**src/logic/alu_macros.svh**
```systemverilog
`ifndef ALU_MACROS_SVH
`define ALU_MACROS_SVH

// Datapath widths
`define ALU_DATA_W 32
`define ALU_REG_W 5

// R-type opcode for register-register integer ops
`define ALU_OPCODE_OP 7'b0110011

// funct7 selects between base, alternate and M-extension ops
`define ALU_F7_BASE 7'b0000000
`define ALU_F7_ALT 7'b0100000
`define ALU_F7_MULDIV 7'b0000001

// funct3 for ADD/SUB/MUL
`define ALU_F3_ADD 3'b000

// One multiplier bit per step
`define ALU_MUL_STEPS 32

`endif
```
**src/logic/alu_pkg.sv**
```systemverilog
`default_nettype none

`include "alu_macros.svh"

package alu_pkg;

  // Operation picked by decode
  // NOP doubles as the illegal-instruction marker
  typedef enum logic [1:0] {
    ALU_ADD = 2'b00,
    ALU_SUB = 2'b01,
    ALU_MUL = 2'b10,
    ALU_NOP = 2'b11
  } alu_op_t;

  // Operand and result word
  typedef logic [`ALU_DATA_W-1:0] data_t;

  // Destination register number
  typedef logic [`ALU_REG_W-1:0] reg_idx_t;

endpackage

`default_nettype wire

```
**src/logic/result_if.sv**
```systemverilog
`timescale 1ns/1ps
`default_nettype none

`include "alu_macros.svh"

interface result_if;

  // One-cycle strobe for a finished result
  logic valid;
  // Result word, zero for an illegal op
  alu_pkg::data_t value;
  // Destination held from issue
  alu_pkg::reg_idx_t rd;
  // Set when decode found no legal op
  logic illegal;

  // Execute side
  modport exec_mp (
    output valid, value, rd, illegal
  );

  // Result stage side
  modport result_mp (
    input valid, value, rd, illegal
  );

endinterface

`default_nettype wire

```
**src/logic/issue_if.sv**
```systemverilog
`timescale 1ns/1ps
`default_nettype none

`include "alu_macros.svh"

interface issue_if;

  // One-cycle strobe marking a decoded operation
  logic valid;
  alu_pkg::alu_op_t op;
  // Latched operands
  alu_pkg::data_t a;
  alu_pkg::data_t b;
  // Destination taken from instr[11:7]
  alu_pkg::reg_idx_t rd;

  // Decode side
  modport decode_mp (
    output valid, op, a, b, rd
  );

  // Execute side
  modport exec_mp (
    input valid, op, a, b, rd
  );

endinterface

`default_nettype wire

```
**src/logic/alu_top.sv**
```systemverilog
`timescale 1ns/1ps
`default_nettype none

`include "alu_macros.svh"

module alu_top (
  input  logic clk,
  input  logic rst_n,
  // Issue side
  input  logic issue,
  input  logic [31:0] instr,
  input  alu_pkg::data_t operand_a,
  input  alu_pkg::data_t operand_b,
  // Status and result
  output logic busy,
  output logic done,
  output alu_pkg::data_t result,
  output alu_pkg::reg_idx_t rd,
  output logic zero,
  output logic illegal
);

  // Decode to execute
  issue_if iss ();

  // Execute to result stage
  result_if res ();

  op_decode i_op_decode (
    .clk       (clk),
    .rst_n     (rst_n),
    .issue     (issue),
    .instr     (instr),
    .operand_a (operand_a),
    .operand_b (operand_b),
    .busy      (busy),
    .iss       (iss.decode_mp)
  );

  // Busy feeds back to decode to drop overlapping issues
  alu_execute i_alu_execute (
    .clk   (clk),
    .rst_n (rst_n),
    .iss   (iss.exec_mp),
    .res   (res.exec_mp),
    .busy  (busy)
  );

  result_stage i_result_stage (
    .clk     (clk),
    .rst_n   (rst_n),
    .res     (res.result_mp),
    .result  (result),
    .rd      (rd),
    .zero    (zero),
    .illegal (illegal),
    .done    (done)
  );

endmodule

`default_nettype wire

```
**src/logic/result_stage.sv**
```systemverilog
`timescale 1ns/1ps
`default_nettype none

`include "alu_macros.svh"

module result_stage (
  input  logic clk,
  input  logic rst_n,
  result_if.result_mp res,
  output alu_pkg::data_t result,
  output alu_pkg::reg_idx_t rd,
  output logic zero,
  output logic illegal,
  output logic done
);

  // Outputs hold between results, done is a single pulse
  always_ff @(posedge clk)
  begin
    if (!rst_n)
    begin
      result <= '0;
      rd <= '0;
      zero <= 1'b0;
      illegal <= 1'b0;
      done <= 1'b0;
    end
    else
    begin
      done <= res.valid;
      if (res.valid)
      begin
        result <= res.value;
        rd <= res.rd;
        // Zero from the value itself for every op
        zero <= (res.value == '0);
        illegal <= res.illegal;
      end
    end
  end

endmodule

`default_nettype wire

```
**src/logic/alu_execute.sv**
```systemverilog
`timescale 1ns/1ps
`default_nettype none

`include "alu_macros.svh"

module alu_execute (
  input  logic clk,
  input  logic rst_n,
  issue_if.exec_mp iss,
  result_if.exec_mp res,
  output logic busy
);

  // Multiplier hookup
  logic mul_start;
  alu_pkg::data_t mul_product;
  logic mul_ready;
  logic mul_pend;

  // Result registers
  logic res_valid_q;
  alu_pkg::data_t value_q;
  alu_pkg::reg_idx_t rd_q;
  logic illegal_q;

  // Strobe delayed by one, lines up with done in the result stage
  logic res_valid_d;
  logic busy_q;

  // Multiply goes out the same cycle the op arrives
  assign mul_start = iss.valid && (iss.op == alu_pkg::ALU_MUL);

  shift_add_multiplier i_shift_add_multiplier (
    .clk     (clk),
    .rst_n   (rst_n),
    .start   (mul_start),
    .a       (iss.a),
    .b       (iss.b),
    .product (mul_product),
    .ready   (mul_ready)
  );

  // Control state
  always_ff @(posedge clk)
  begin
    if (!rst_n)
    begin
      res_valid_q <= 1'b0;
      res_valid_d <= 1'b0;
      illegal_q <= 1'b0;
      mul_pend <= 1'b0;
      busy_q <= 1'b0;
    end
    else
    begin
      res_valid_d <= res_valid_q;
      res_valid_q <= 1'b0;
      if (iss.valid)
      begin
        busy_q <= 1'b1;
        illegal_q <= (iss.op == alu_pkg::ALU_NOP);
        // Single-cycle ops report right away
        if (iss.op == alu_pkg::ALU_MUL)
          mul_pend <= 1'b1;
        else
          res_valid_q <= 1'b1;
      end
      else if (mul_pend && mul_ready)
      begin
        mul_pend <= 1'b0;
        res_valid_q <= 1'b1;
      end
      // Done cycle just passed, drop busy
      if (res_valid_d)
        busy_q <= 1'b0;
    end
  end

  // Result payload
  always_ff @(posedge clk)
  begin
    if (iss.valid)
    begin
      // rd held here through a long multiply
      rd_q <= iss.rd;
      case (iss.op)
        alu_pkg::ALU_ADD: value_q <= iss.a + iss.b;
        // Two's complement subtract
        alu_pkg::ALU_SUB: value_q <= iss.a + ~iss.b + alu_pkg::data_t'(1);
        alu_pkg::ALU_MUL: value_q <= value_q;
        default:          value_q <= '0;
      endcase
    end
    else if (mul_pend && mul_ready)
      value_q <= mul_product;
  end

  // Busy also covers the cycle the op sits on the issue interface
  assign busy = iss.valid | busy_q;

  assign res.valid = res_valid_q;
  assign res.value = value_q;
  assign res.rd = rd_q;
  assign res.illegal = illegal_q;

endmodule

`default_nettype wire

```
**src/logic/shift_add_multiplier.sv**
```systemverilog
`timescale 1ns/1ps
`default_nettype none

`include "alu_macros.svh"

module shift_add_multiplier (
  input  logic clk,
  input  logic rst_n,
  input  logic start,
  input  alu_pkg::data_t a,
  input  alu_pkg::data_t b,
  output alu_pkg::data_t product,
  output logic ready
);

  localparam int CNT_W = $clog2(`ALU_MUL_STEPS) + 1;

  // Step control
  logic running;
  logic [CNT_W-1:0] count;

  // Shifted multiplicand, remaining multiplier bits, partial sum
  alu_pkg::data_t mcand;
  alu_pkg::data_t mplier;
  alu_pkg::data_t acc;

  // Control state
  // First step happens on the load edge, so STEPS-1 remain
  always_ff @(posedge clk)
  begin
    if (!rst_n)
    begin
      running <= 1'b0;
      count <= '0;
      ready <= 1'b0;
    end
    else
    begin
      ready <= 1'b0;
      if (start)
      begin
        running <= 1'b1;
        count <= CNT_W'(`ALU_MUL_STEPS - 1);
      end
      else if (running)
      begin
        count <= count - CNT_W'(1);
        // Last step, ready lands with the final sum
        if (count == CNT_W'(1))
        begin
          running <= 1'b0;
          ready <= 1'b1;
        end
      end
    end
  end

  // Datapath, bits above the low word fall off the top
  always_ff @(posedge clk)
  begin
    if (start)
    begin
      acc <= b[0] ? a : '0;
      mcand <= a << 1;
      mplier <= b >> 1;
    end
    else if (running)
    begin
      if (mplier[0])
        acc <= acc + mcand;
      mcand <= mcand << 1;
      mplier <= mplier >> 1;
    end
  end

  // Sum is final once ready pulses and holds until the next start
  assign product = acc;

endmodule

`default_nettype wire

```
**src/logic/op_decode.sv**
```systemverilog
`timescale 1ns/1ps
`default_nettype none

`include "alu_macros.svh"

module op_decode (
  input  logic clk,
  input  logic rst_n,
  input  logic issue,
  input  logic [31:0] instr,
  input  alu_pkg::data_t operand_a,
  input  alu_pkg::data_t operand_b,
  input  logic busy,
  issue_if.decode_mp iss
);

  // R-type fields
  logic [6:0] opcode;
  logic [2:0] funct3;
  logic [6:0] funct7;
  alu_pkg::alu_op_t dec_op;
  logic accept;

  // Registered outputs toward execute
  logic valid_q;
  alu_pkg::alu_op_t op_q;
  alu_pkg::data_t a_q;
  alu_pkg::data_t b_q;
  alu_pkg::reg_idx_t rd_q;

  assign opcode = instr[6:0];
  assign funct3 = instr[14:12];
  assign funct7 = instr[31:25];

  // Issue while busy is simply dropped
  assign accept = issue & ~busy;

  // Only the add/sub/mul group is legal, everything else maps to NOP
  always_comb
  begin
    dec_op = alu_pkg::ALU_NOP;
    if (opcode == `ALU_OPCODE_OP && funct3 == `ALU_F3_ADD)
    begin
      case (funct7)
        `ALU_F7_BASE:   dec_op = alu_pkg::ALU_ADD;
        `ALU_F7_ALT:    dec_op = alu_pkg::ALU_SUB;
        `ALU_F7_MULDIV: dec_op = alu_pkg::ALU_MUL;
        default:        dec_op = alu_pkg::ALU_NOP;
      endcase
    end
  end

  // Strobe is control, everything else is payload
  always_ff @(posedge clk)
  begin
    if (!rst_n)
      valid_q <= 1'b0;
    else
      valid_q <= accept;
  end

  // Capture payload only on an accepted issue
  always_ff @(posedge clk)
  begin
    if (accept)
    begin
      op_q <= dec_op;
      a_q <= operand_a;
      b_q <= operand_b;
      rd_q <= instr[11:7];
    end
  end

  assign iss.valid = valid_q;
  assign iss.op = op_q;
  assign iss.a = a_q;
  assign iss.b = b_q;
  assign iss.rd = rd_q;

endmodule

`default_nettype wire

```
**config.mk**
```make
export PLATFORM = sky130hd
export DESIGN_NAME = alu_top
export DESIGN_NICKNAME = d
export VERILOG_FILES = /design/src/logic/alu_pkg.sv /design/src/logic/result_if.sv /design/src/logic/issue_if.sv /design/src/logic/alu_top.sv /design/src/logic/result_stage.sv /design/src/logic/alu_execute.sv /design/src/logic/shift_add_multiplier.sv /design/src/logic/op_decode.sv
export VERILOG_INCLUDE_DIRS = /design/src /design/src/logic
export SDC_FILE = /design/constraint.sdc
export NUM_CORES = 1
export LEC_CHECK = 0
export BUFFER_PORTS_ARGS = -buffer_cell sky130_fd_sc_hd__buf_2
export CAP_MARGIN = 25
export CORE_ASPECT_RATIO = 2
export CORE_UTILIZATION = 54
export CTS_CLUSTER_SIZE = 40
export DETAILED_ROUTE_END_ITERATION = 16
export PLACE_DENSITY = 0.73
export SKIP_LAST_GASP = 1
export SLEW_MARGIN = 30
export SYNTH_ARGS = -nofsm -noshare
export SYNTH_HDL_FRONTEND = slang
export SYNTH_SLANG_ARGS = --single-unit
```
**constraint.sdc**
```tcl
create_clock -name clk -period 3.3 [get_ports clk]
set_input_delay 0.66 -clock clk [delete_from_list [all_inputs] [get_ports clk]]
set_output_delay 0.66 -clock clk [all_outputs]
set_load 0.01 [all_outputs]
```
==> flow_metrics.tcl, run 1 <==
set metrics [dict create \
    status "finished, violations left" \
    failed_checks "setup timing" \
    peakVddDrop_mv 0.487 \
    critPathSlowestCell "edfxtp_1" \
    drtAntennaViolNets 0 \
    period_needed_ps 3420 \
    nFillCells 2244 \
    multi_input_area_mm2 0.00689 \
    yosysMostFrequentCell "edfxtp_1" \
    grt_max_degree 77 \
    ios 140 \
    p_per_area_mw_per_mm2 457 \
    holdCritStartpoint "operand_a[2]" \
    routabilityCongestion 0.920 \
    clockRootBuffer "clkbuf_16" \
    drt_pre_antenna_iters 5 \
    synthArstFlopShare 0 \
    postPlaceCellArea_mm2 0.0161 \
    max_stage_delay_ps 440 \
    setup_viol 2 \
    grt_pass1_vias 11684 \
    cp_num_buf_inv 1 \
    hold_viol 0 \
    clk_path_buf_depth 3 \
    syn_area_mm2 0.0144 \
    wl_per_cell_um 19.1 \
    max_cap_viol_count 0 \
    timing.rr.start "i_op_decode.iss.b[0]" \
    grt-ovfl-total 0 \
    antenna_found_initial 0 \
    cts_max_level 1 \
    fin_hold_ws_ps 295 \
    die_w_um 118 \
    vias 11647 \
    worst_ep_required_time_ps 3590 \
    p_leak_uw 0.00694 \
    clkLatencyLatePin_ps 540 \
    critPathLaunchType "flip-flop" \
    layout_setup_ws_ps -124 \
    synth_top_area_frac 0.420 \
    synth_cells 1445 \
    critical_path_class "reg2reg" \
    cts.clk_slew.worst_paths_ps 70 \
    ys_seq_area_frac 0.494 \
    grt_pass1_wl_um 59900 \
    synth_largest_area_cell "edfxtp_1" \
    syn2layout_area_growth_pct 18.3 \
    worstSetupEndpointType "flip-flop" \
    drive_gt1_frac 0.198 \
    grt_usage 0.278 \
    fp-row-count 84 \
    synth_common_cells "202 x edfxtp_1, 174 x nand2_1, 119 x nor2_1" \
    yosysUniqueCellTypes 73 \
    worst_pin_slew_ps 847 \
    drc_errors 0 \
    synth-edff-count 202 \
    worst_clock_skew_ps 10.4 \
    synth_ff_type "edfxtp_1" \
    slew_headroom 0.434 \
    port_buffers 129 \
    syn_nets 1642 \
    path_cells "ha_2 -> fa_2 -> nor2b_4 -> o2111ai_2 -> a31o_1 -> a2111oi_2 -> buf_4 -> o21ai_4 -> o41a_1 -> o221a_1 -> xnor2_1 -> a22o_1" \
    layoutNonFillerInstCount 1998 \
    cp-startpoint "i_op_decode.iss.b[0]" \
    fin_nets 1833 \
    ys_ff_latch 255 \
    drt-initial-drc-count 761 \
    ff_latch_area_mm2 0.00713 \
    ys.warnings.count 0 \
    coreArea_mm2 0.0263 \
    fin_area_mm2 0.0171 \
    initial_core_util 0.549 \
    die_area_mm2 0.0274 \
    cts_buffers 25 \
    power_uw 7800 \
    n_antenna_cell 0 \
    vias_per_cell 5.83 \
    drv_slew 0 \
    dp_slack_ps -193 \
    yosys-top-cells-area "edfxtp_1 42%, ha_1 8.2%, dfxtp_1 7.4%" \
    period_share 1.04 \
    place_inst 1950 \
    wl_um 38100 \
    cts_tree "done" \
    hp-class "in2reg" \
    path_max_fanout 2 \
    max_freq_ghz 0.292 \
    die_h_um 233 \
    hpwlAfterDp_um 28600 \
    crit_arrival_ps 3710 \
    clkSinkCount 255 \
    avgSynthCellArea_um2 9.99 \
    grt_setup_unrepaired "yes" \
    critPathTopFamily "compound AO/OA/AOI/OAI gates" \
]
## where the power goes
part / switching, µW / internal [µW]
Sequential: 68.4 / 3580
Combinational: 784 / 549
Clock: 1210 / 1610
## cells by family (layout without fill, tap and decap cells)
kind of cell,count (synthesis),after routing,share of synthesized area
mux,42,42,0.0291
flops,255,255,0.494
simple gates,467,467,0.148
compound gates,371,371,0.166
xor+xnor,58,58,0.0352
fa+ha+maj,98,98,0.0865
buf+inv,154,363,0.0412
## worst reg2reg max path: stages (launching register included)
cell and delay (ps):
edfxtp_1 440, ha_2 220, fa_2 430, nor2b_4 140, o2111ai_2 120, a31o_1 250, a2111oi_2 300, buf_4 210
o21ai_4 60, o41a_1 400, o221a_1 260, xnor2_1 140, a22o_1 210
## state kept, by name, summed over array words and instances, names as in the netlist, 2 cells and up
name / flops
i_alu_execute.i_shift_add_multiplier.product: 32
i_alu_execute.res.value: 32
i_op_decode.iss.a: 32
i_op_decode.iss.b: 32
i_result_stage.result: 32
i_alu_execute.i_shift_add_multiplier.mcand: 31
i_alu_execute.i_shift_add_multiplier.mplier: 31
i_alu_execute.i_shift_add_multiplier.count: 6
i_alu_execute.res.rd: 5
i_op_decode.iss.rd: 5
i_result_stage.rd: 5
i_op_decode.iss.op: 2
## routing by layer
metal / wire length [µm] / global-route usage / up-vias / share of wire
met4: 1890 / 0.149 / 0 / 0.050
met5: 0 / 0 / - / 0
li1: - / - / 5669 / -
met1: 14500 / 0.311 / 5487 / 0.38
met2: 19800 / 0.512 / 374 / 0.52
met3: 1940 / 0.0339 / 117 / 0.051
## stage by stage
stage | utilization | TNS (ps)
after floorplan | - | 0
after global placement | 0.612 | -528
after detailed placement | 0.612 | -765
after CTS | 0.643 | -275
after global routing | 0.650 | -1370
final | 0.650 | -176
## layout by cell type, fill, tap and decap left out, drive strengths merged, types with 6 or more instances in the layout
cell       n
o21a      12
a31oi     14
a21o      17
or2        7
ha        95
nand3     56
nor2b     11
o211ai     6
o21bai    12
inv       81
or3        6
a22o      15
clkbuf    33
buf      238
xnor2     39
nand4     10
a211oi    13
dfxtp     53
nor2     119
mux2i     42
o2111ai    8
nor3      24
a21oi    101
nor4      16
nand2    174
nand2b    10
o21ai     99
clkinv    10
xor2      19
nor4b      6
edfxtp   202
and3       6
o31ai     20
## final timing paths
| path | slack (ps) | endpoint | cells after the start |
|---|---|---|---|
| setup / recovery | -120 | i_alu_execute.res.value[26] | 12 |
| hold / removal | 290 | i_op_decode.iss.a[2] | 1 |
| setup reg to reg | -120 | i_alu_execute.res.value[26] | 12 |
| hold reg to reg | 420 | i_alu_execute.res.rd[1] | 0 |
## final cells by class
type | count | share of cell area
Clock buffer | 33 | 0.0421
Clock inverter | 12 | 0.00491
Inverter | 80 | 0.0176
Sequential cell | 255 | 0.418
Timing Repair Buffer | 238 | 0.0889
Multi-Input combinational cell | 1036 | 0.404
Tap cell | 344 | 0.0252
## repair_timing
| item | 4_1_cts | 5_1_grt |
|---|---|---|
| gates resized for setup | 7 | 28 |
| hold buffers | 0 | 0 |
| setup buffers | 0 | 3 |
| pin swaps | 2 | 11 |
| hold endpoints to repair | 0 | 0 |
| endpoints found under the setup margin | 11 | 19 |
Power figures use the tool's default switching activity.
==> run 2: changes to the inputs <==
--- a/config.mk
+++ b/config.mk
@@ -14,3 +14,3 @@
 export DETAILED_ROUTE_END_ITERATION = 16
-export PLACE_DENSITY = 0.73
+export PLACE_DENSITY = 0.8
 export SKIP_LAST_GASP = 1
==> constraint.sdc (replaced) <==
create_clock -name clk -period 3.3 [get_ports clk]
set_input_delay 0.165 -clock clk [delete_from_list [all_inputs] [get_ports clk]]
set_output_delay 0.165 -clock clk [all_outputs]
set_load 0.02 [all_outputs]
==> run 2 against run 1 <==
  * The flow still finishes with violations (setup timing)
  * Non-clock buffer count grew 67
  * Global-route usage up 1.4 points
  * Wire length rose by 6.6%
  * Hold slack improved by 35 ps
  * Clock skew is 7.2 ps higher
  * First-iteration DRC count grew 8.3%
  * Sequential share of layout area fell by 1.9 points
  * Sequential cell count unchanged
  * Largest cell class unchanged
  * Power increased by 3.8%
  * Combinational power grew 5%
  * Die area is the same
  * Highest routed layer unchanged
  * Final cell count grew 3.3%
==> flow_metrics.tcl, run 2 (synthesis results as in run 1) <==
set metrics [dict create \
    syn2layout_area_growth_pct 24.1 \
    route.met2.wl_um 21800 \
    antenna_found_initial 0 \
    worstSetupEndpointType "flip-flop" \
    timing.rr.start "i_op_decode.iss.b[0]" \
    worst_pin_slew_ps 833 \
    power_switching_uw 2170 \
    drt-initial-drc-count 824 \
    ios 140 \
    cts_tree "done" \
    fin_area_mm2 0.0179 \
    n_antenna_cell 0 \
    drc_errors 0 \
    p_per_area_mw_per_mm2 452 \
    grt-ovfl-total 0 \
    hold_path_depth 2 \
    crit_arrival_ps 3670 \
    hold_viol 0 \
    wl_met3_um 2240 \
    vias 12266 \
    critPathLaunchType "flip-flop" \
    peakVddDrop_mv 0.446 \
    holdCritStartpoint "operand_b[2]" \
    grt_max_degree 104 \
    worst_ep_required_time_ps 3610 \
    cp_num_buf_inv 1 \
    p_leak_uw 0.00724 \
    critical_path_class "reg2reg" \
    worst_clock_skew_ps 17.6 \
    die_h_um 233 \
    r2r.worst_path.cells 12 \
    layout_setup_ws_ps -66.1 \
    cts_buffers 24 \
    hp-class "in2reg" \
    p_comb_frac 0.173 \
    final_common_cell "edfxtp_1" \
    die_area_mm2 0.0274 \
    status "finished, violations left" \
    critPathSlowestCell "edfxtp_1" \
    wl_per_cell_um 19.7 \
    tns_ps -72.2 \
    nFillCells 1992 \
    period_share 1.02 \
    clk_path_buf_depth 3 \
    port_buffers 129 \
    hpwlAfterDp_um 28900 \
    fin_nets 1899 \
    postPlaceCellArea_mm2 0.0159 \
    timing.rr.end "i_alu_execute.res.value[26]" \
    drive_gt1_frac 0.191 \
    highest_layer "met4" \
    power_frac_clock 0.376 \
    cts.clk_slew.worst_paths_ps 80 \
    drt_pre_antenna_iters 5 \
    cts_max_level 1 \
    setup_viol 2 \
    vias_per_cell 5.94 \
    max_freq_ghz 0.297 \
    routabilityCongestion 0.904 \
    period_needed_ps 3370 \
    grt_setup_unrepaired "yes" \
    coreArea_mm2 0.0263 \
    max_stage_delay_ps 470 \
    whs_endpoint "i_op_decode.iss.b[2]" \
    final_core_util 0.681 \
    path_max_fanout 3 \
    drv_slew 0 \
    clkLatencyLatePin_ps 550 \
    die_w_um 118 \
    seqPwrFrac 0.451 \
    critPathTopFamily "compound AO/OA/AOI/OAI gates" \
    clkSinkCount 255 \
    failed_checks "setup timing" \
    ff2ff_setup_slack_ps -70 \
    drtAntennaViolNets 0 \
    wl_um 40700 \
    swShare 0.268 \
    initial_core_util 0.549 \
    clockRootBuffer "clkbuf_16" \
    max_cap_viol_count 0 \
    path_cells "ha_2 -> fa_2 -> nor2b_4 -> o2111ai_2 -> a31o_1 -> a2111oi_4 -> buf_4 -> o21ai_2 -> o41a_1 -> o221a_1 -> xnor2_1 -> a22o_1" \
    grt_usage 0.293 \
    slew_headroom 0.440 \
    grt_pass1_vias 12119 \
    p_int_uw 5930 \
    drt-met1-wl_um 14900 \
    fp-row-count 84 \
    mostFrequentLayoutCells "202 x edfxtp_1, 174 x nand2_1, 129 x buf_2" \
    grt_pass1_wl_um 62900 \
]
run 2: changes by cell type in the layout (fill, tap and decap cells not counted), moves of 3 or more:
cell           change
a31oi_1            +3
inv_2              +3
dlygate4sd3_1     +76
clkinv_1           -4
inv_1              -3
clkbuf_1           -3
clkbuf_16          +4
buf_4             -12
ha_1               -4
ha_4               +3
run 2: per-layer routing:
metal / up-vias / global-route usage
met5: - / 0
met1: 5890 / 0.330
li1: 5798 / -
met2: 463 / 0.553
met3: 115 / 0.0293
met4: 0 / 0.130
run 2: power groups by stage:
stage                     Combinational (µW)  Sequential (µW)  Clock [µW]
final                                   1400             3650        3040
after detailed placement                1230             3720           0
after floorplan                          747             3720           0
after global routing                    1510             3660        3190
after global placement                  1220             3710           0
after CTS                               1320             3650        3090
run 2: cell type report:
type                            count  area, µm²  area share
Clock buffer                       33        782      0.0437
Multi-Input combinational cell   1036       6910       0.386
Timing Repair Buffer              305       2240       0.125
Inverter                           80        300      0.0168
Clock inverter                     11        101     0.00566
Tap cell                          344        430      0.0240
Sequential cell                   255       7130       0.398
run 2: through the flow:
step | worst slack, ps | instances | total power, µW | hold WS (ps)
5_1_grt | -185 | 2064 | 8370 | 330
4_1_cts | -46.9 | 2052 | 8050 | 307
3_5_place_dp | -171 | 1932 | 4950 | 343
2_1_floorplan | 4.02 | 1445 | 4470 | 264
3_3_place_gp | -145 | 1932 | 4940 | 341
6_report | -66.1 | 2064 | 8090 | 329
run 2: timing repair:
| action | CTS | global route |
|---|---|---|
| hold buffers | 76 | 0 |
| buffers inserted | 0 | 11 |
| gates cloned | 0 | 1 |
| endpoints found under the setup margin | 8 | 16 |
| gates resized for setup | 9 | 31 |
| pin swaps | 3 | 21 |
| hold endpoints to repair | 74 | 0 |
run 2: how the worst max path moves through the flow:
stage / end / start / depth (start not counted) / slack, ps
finish: i_alu_execute.res.value[26] / i_op_decode.iss.b[0] / 12 / -70
global route: i_alu_execute.res.value[16] / i_op_decode.iss.b[0] / 13 / -190
CTS: i_alu_execute.res.value[26] / i_op_decode.iss.a[0] / 13 / -50
detailed placement: i_alu_execute.res.value[26] / i_op_decode.iss.a[0] / 13 / -170
global placement: i_alu_execute.res.value[31] / i_op_decode.iss.a[9] / 10 / -140
floorplan: i_alu_execute.res.value[26] / i_op_decode.iss.b[0] / 11 / 4
==> run 3: changes to the inputs <==
Settings changed: BUFFER_PORTS_ARGS -buffer_cell sky130_fd_sc_hd__buf_2 to -buffer_cell sky130_fd_sc_hd__buf_4, CORE_UTILIZATION 54 to 55, PLACE_DENSITY 0.8 to 0.78.
Clock period 3.3 ns to 4 ns, I/O delays scaled along.
==> run 3 against run 2 <==
  * Largest cell class unchanged
  * Fmax down 9.7%
  * The run now ends clean
  * Non-clock buffer count is 78 lower
  * Final cell count fell by 4.1%
  * Critical path type unchanged
  * Critical endpoint unchanged
==> flow_metrics.tcl, run 3 (synthesis results as in run 1) <==
set metrics [dict create \
    status "finished, final reports clean" \
    mostFrequentLayoutCells "202 x edfxtp_1, 174 x nand2_1, 153 x buf_4" \
    die_w_um 117 \
    nFillCells 2050 \
    die_h_um 231 \
    drtAntennaViolNets 0 \
    fin_nets 1820 \
    peakVddDrop_mv 0.377 \
    clk_path_buf_depth 3 \
    clkLatencyLatePin_ps 540 \
    vias_per_cell 5.90 \
    period_share 0.932 \
    postPlaceCellArea_mm2 0.0158 \
    grt_pass1_wl_um 60500 \
    fp-row-count 83 \
    period_needed_ps 3730 \
    clockRootBuffer "clkbuf_16" \
    grt_max_degree 80 \
    drive_gt1_frac 0.132 \
    routabilityCongestion 0.923 \
    hp-class "in2reg" \
    worst_ep_required_time_ps 4290 \
    max_cap_viol_count 0 \
    critPathSlowestCell "fa_1" \
    ios 140 \
    max_freq_ghz 0.268 \
    slew_headroom 0.360 \
    grt-ovfl-total 0 \
    path_cells "inv_1 -> ha_1 -> fa_1 -> nor2b_1 -> o2111ai_1 -> a31o_1 -> a2111oi_1 -> buf_4 -> o21ai_1 -> o41a_1 -> o221a_1 -> xnor2_1 -> a22o_1" \
    antenna_found_initial 0 \
    clkSinkCount 255 \
    p_leak_uw 0.00685 \
    worstSetupEndpointType "flip-flop" \
    worst_pin_slew_ps 961 \
    vias 11676 \
    hold_viol 0 \
    wl_um 38500 \
    syn2layout_area_growth_pct 19.4 \
    initial_core_util 0.560 \
    worst_clock_skew_ps 16.8 \
    grt_usage 0.293 \
    cts.clk_slew.worst_paths_ps 70 \
    cts_max_level 1 \
    crit_arrival_ps 4020 \
    tns_ps 0 \
    grt_pass1_vias 11715 \
    final_core_util 0.669 \
    fin_area_mm2 0.0172 \
    hpwlAfterDp_um 27700 \
    critical_path_class "reg2reg" \
    die_area_mm2 0.0269 \
    path_max_fanout 3 \
    max_stage_delay_ps 450 \
    p_per_area_mw_per_mm2 362 \
    n_antenna_cell 0 \
    coreArea_mm2 0.0258 \
    drv_slew 0 \
    grt_setup_unrepaired "no" \
    drt_pre_antenna_iters 5 \
    setup_viol 0 \
    cts_tree "done" \
    r2r.worst_path.cells 13 \
    hold_path_depth 4 \
    drc_errors 0 \
    final_common_cell "edfxtp_1" \
    critPathLaunchType "flip-flop" \
    wl_per_cell_um 19.4 \
    cts_buffers 23 \
    port_buffers 129 \
    drt-initial-drc-count 700 \
]
[run 3: cell count changes in the layout (fill, tap and decap cells not counted), moves of 4 or more]
cell / delta
buf_12: -4
buf_2: -129
buf_4: +61
clkbuf_16: -6
ha_1: +6
o21ai_1: +4
o21ai_2: -4
[run 3: metal layers]
metal	GRT usage	routed length, µm
met3	0.0277	2140
met4	0.128	1660
met1	0.340	14300
met2	0.536	20400
met5	0	0
[run 3: what timing repair did]
item                      4_1_cts  5_1_grt
gates resized for setup         0        0
hold endpoints to repair       74        0
setup buffers                   0        0
hold buffers                   73        0
[run 3: per-stage QoR]
step	hold slack [ps]	std cells	power [µW]	setup WS (ps)
floorplan	299	1445	3690	561
global placement	378	1865	4020	362
detailed placement	379	1865	4030	307
CTS	46.4	1980	6270	288
global route	84.0	1980	6470	121
finish	86.4	1980	6240	272
[run 3: worst paths after layout]
kind | from | to | slack, ps
hold reg to reg | i_result_stage.done | i_alu_execute.busy_q | 420
setup reg to reg | i_op_decode.iss.a[0] | i_alu_execute.res.value[26] | 270
hold / removal | instr[14] | i_op_decode.iss.op[1] | 90
setup / recovery | i_op_decode.iss.a[0] | i_alu_execute.res.value[26] | 270
[run 3: layout make-up]
| class | count | area (µm²) | share of cell area |
|---|---|---|---|
| sequential | 255 | 7130 | 0.414 |
| multi-input combinational | 1036 | 6730 | 0.391 |
| timing repair buffer | 227 | 1900 | 0.110 |
| clock buffer | 33 | 696 | 0.0404 |
| tap | 340 | 425 | 0.0247 |
| inverter | 80 | 300 | 0.0174 |
| clock inverter | 9 | 50.0 | 0.00291 |
[run 3: where the power goes]
part / leakage [µW] / internal [µW] / switching (µW)
clock network: 0.000373 / 1210 / 983
logic: 0.00418 / 417 / 606
registers: 0.00230 / 2950 / 70.0
total: 0.00685 / 4580 / 1660
[run 3: worst max-delay path, delay by kind of cell, from the launching register on]
family | cells | cell delay (ps)
AOI/OAI and AO/OA | 7 | 1810
xor gates and xnor gates | 1 | 150
adders and majority gates | 2 | 670
buffers and inverters | 2 | 290
DFF | 1 | 350
and+or+nand+nor | 1 | 180
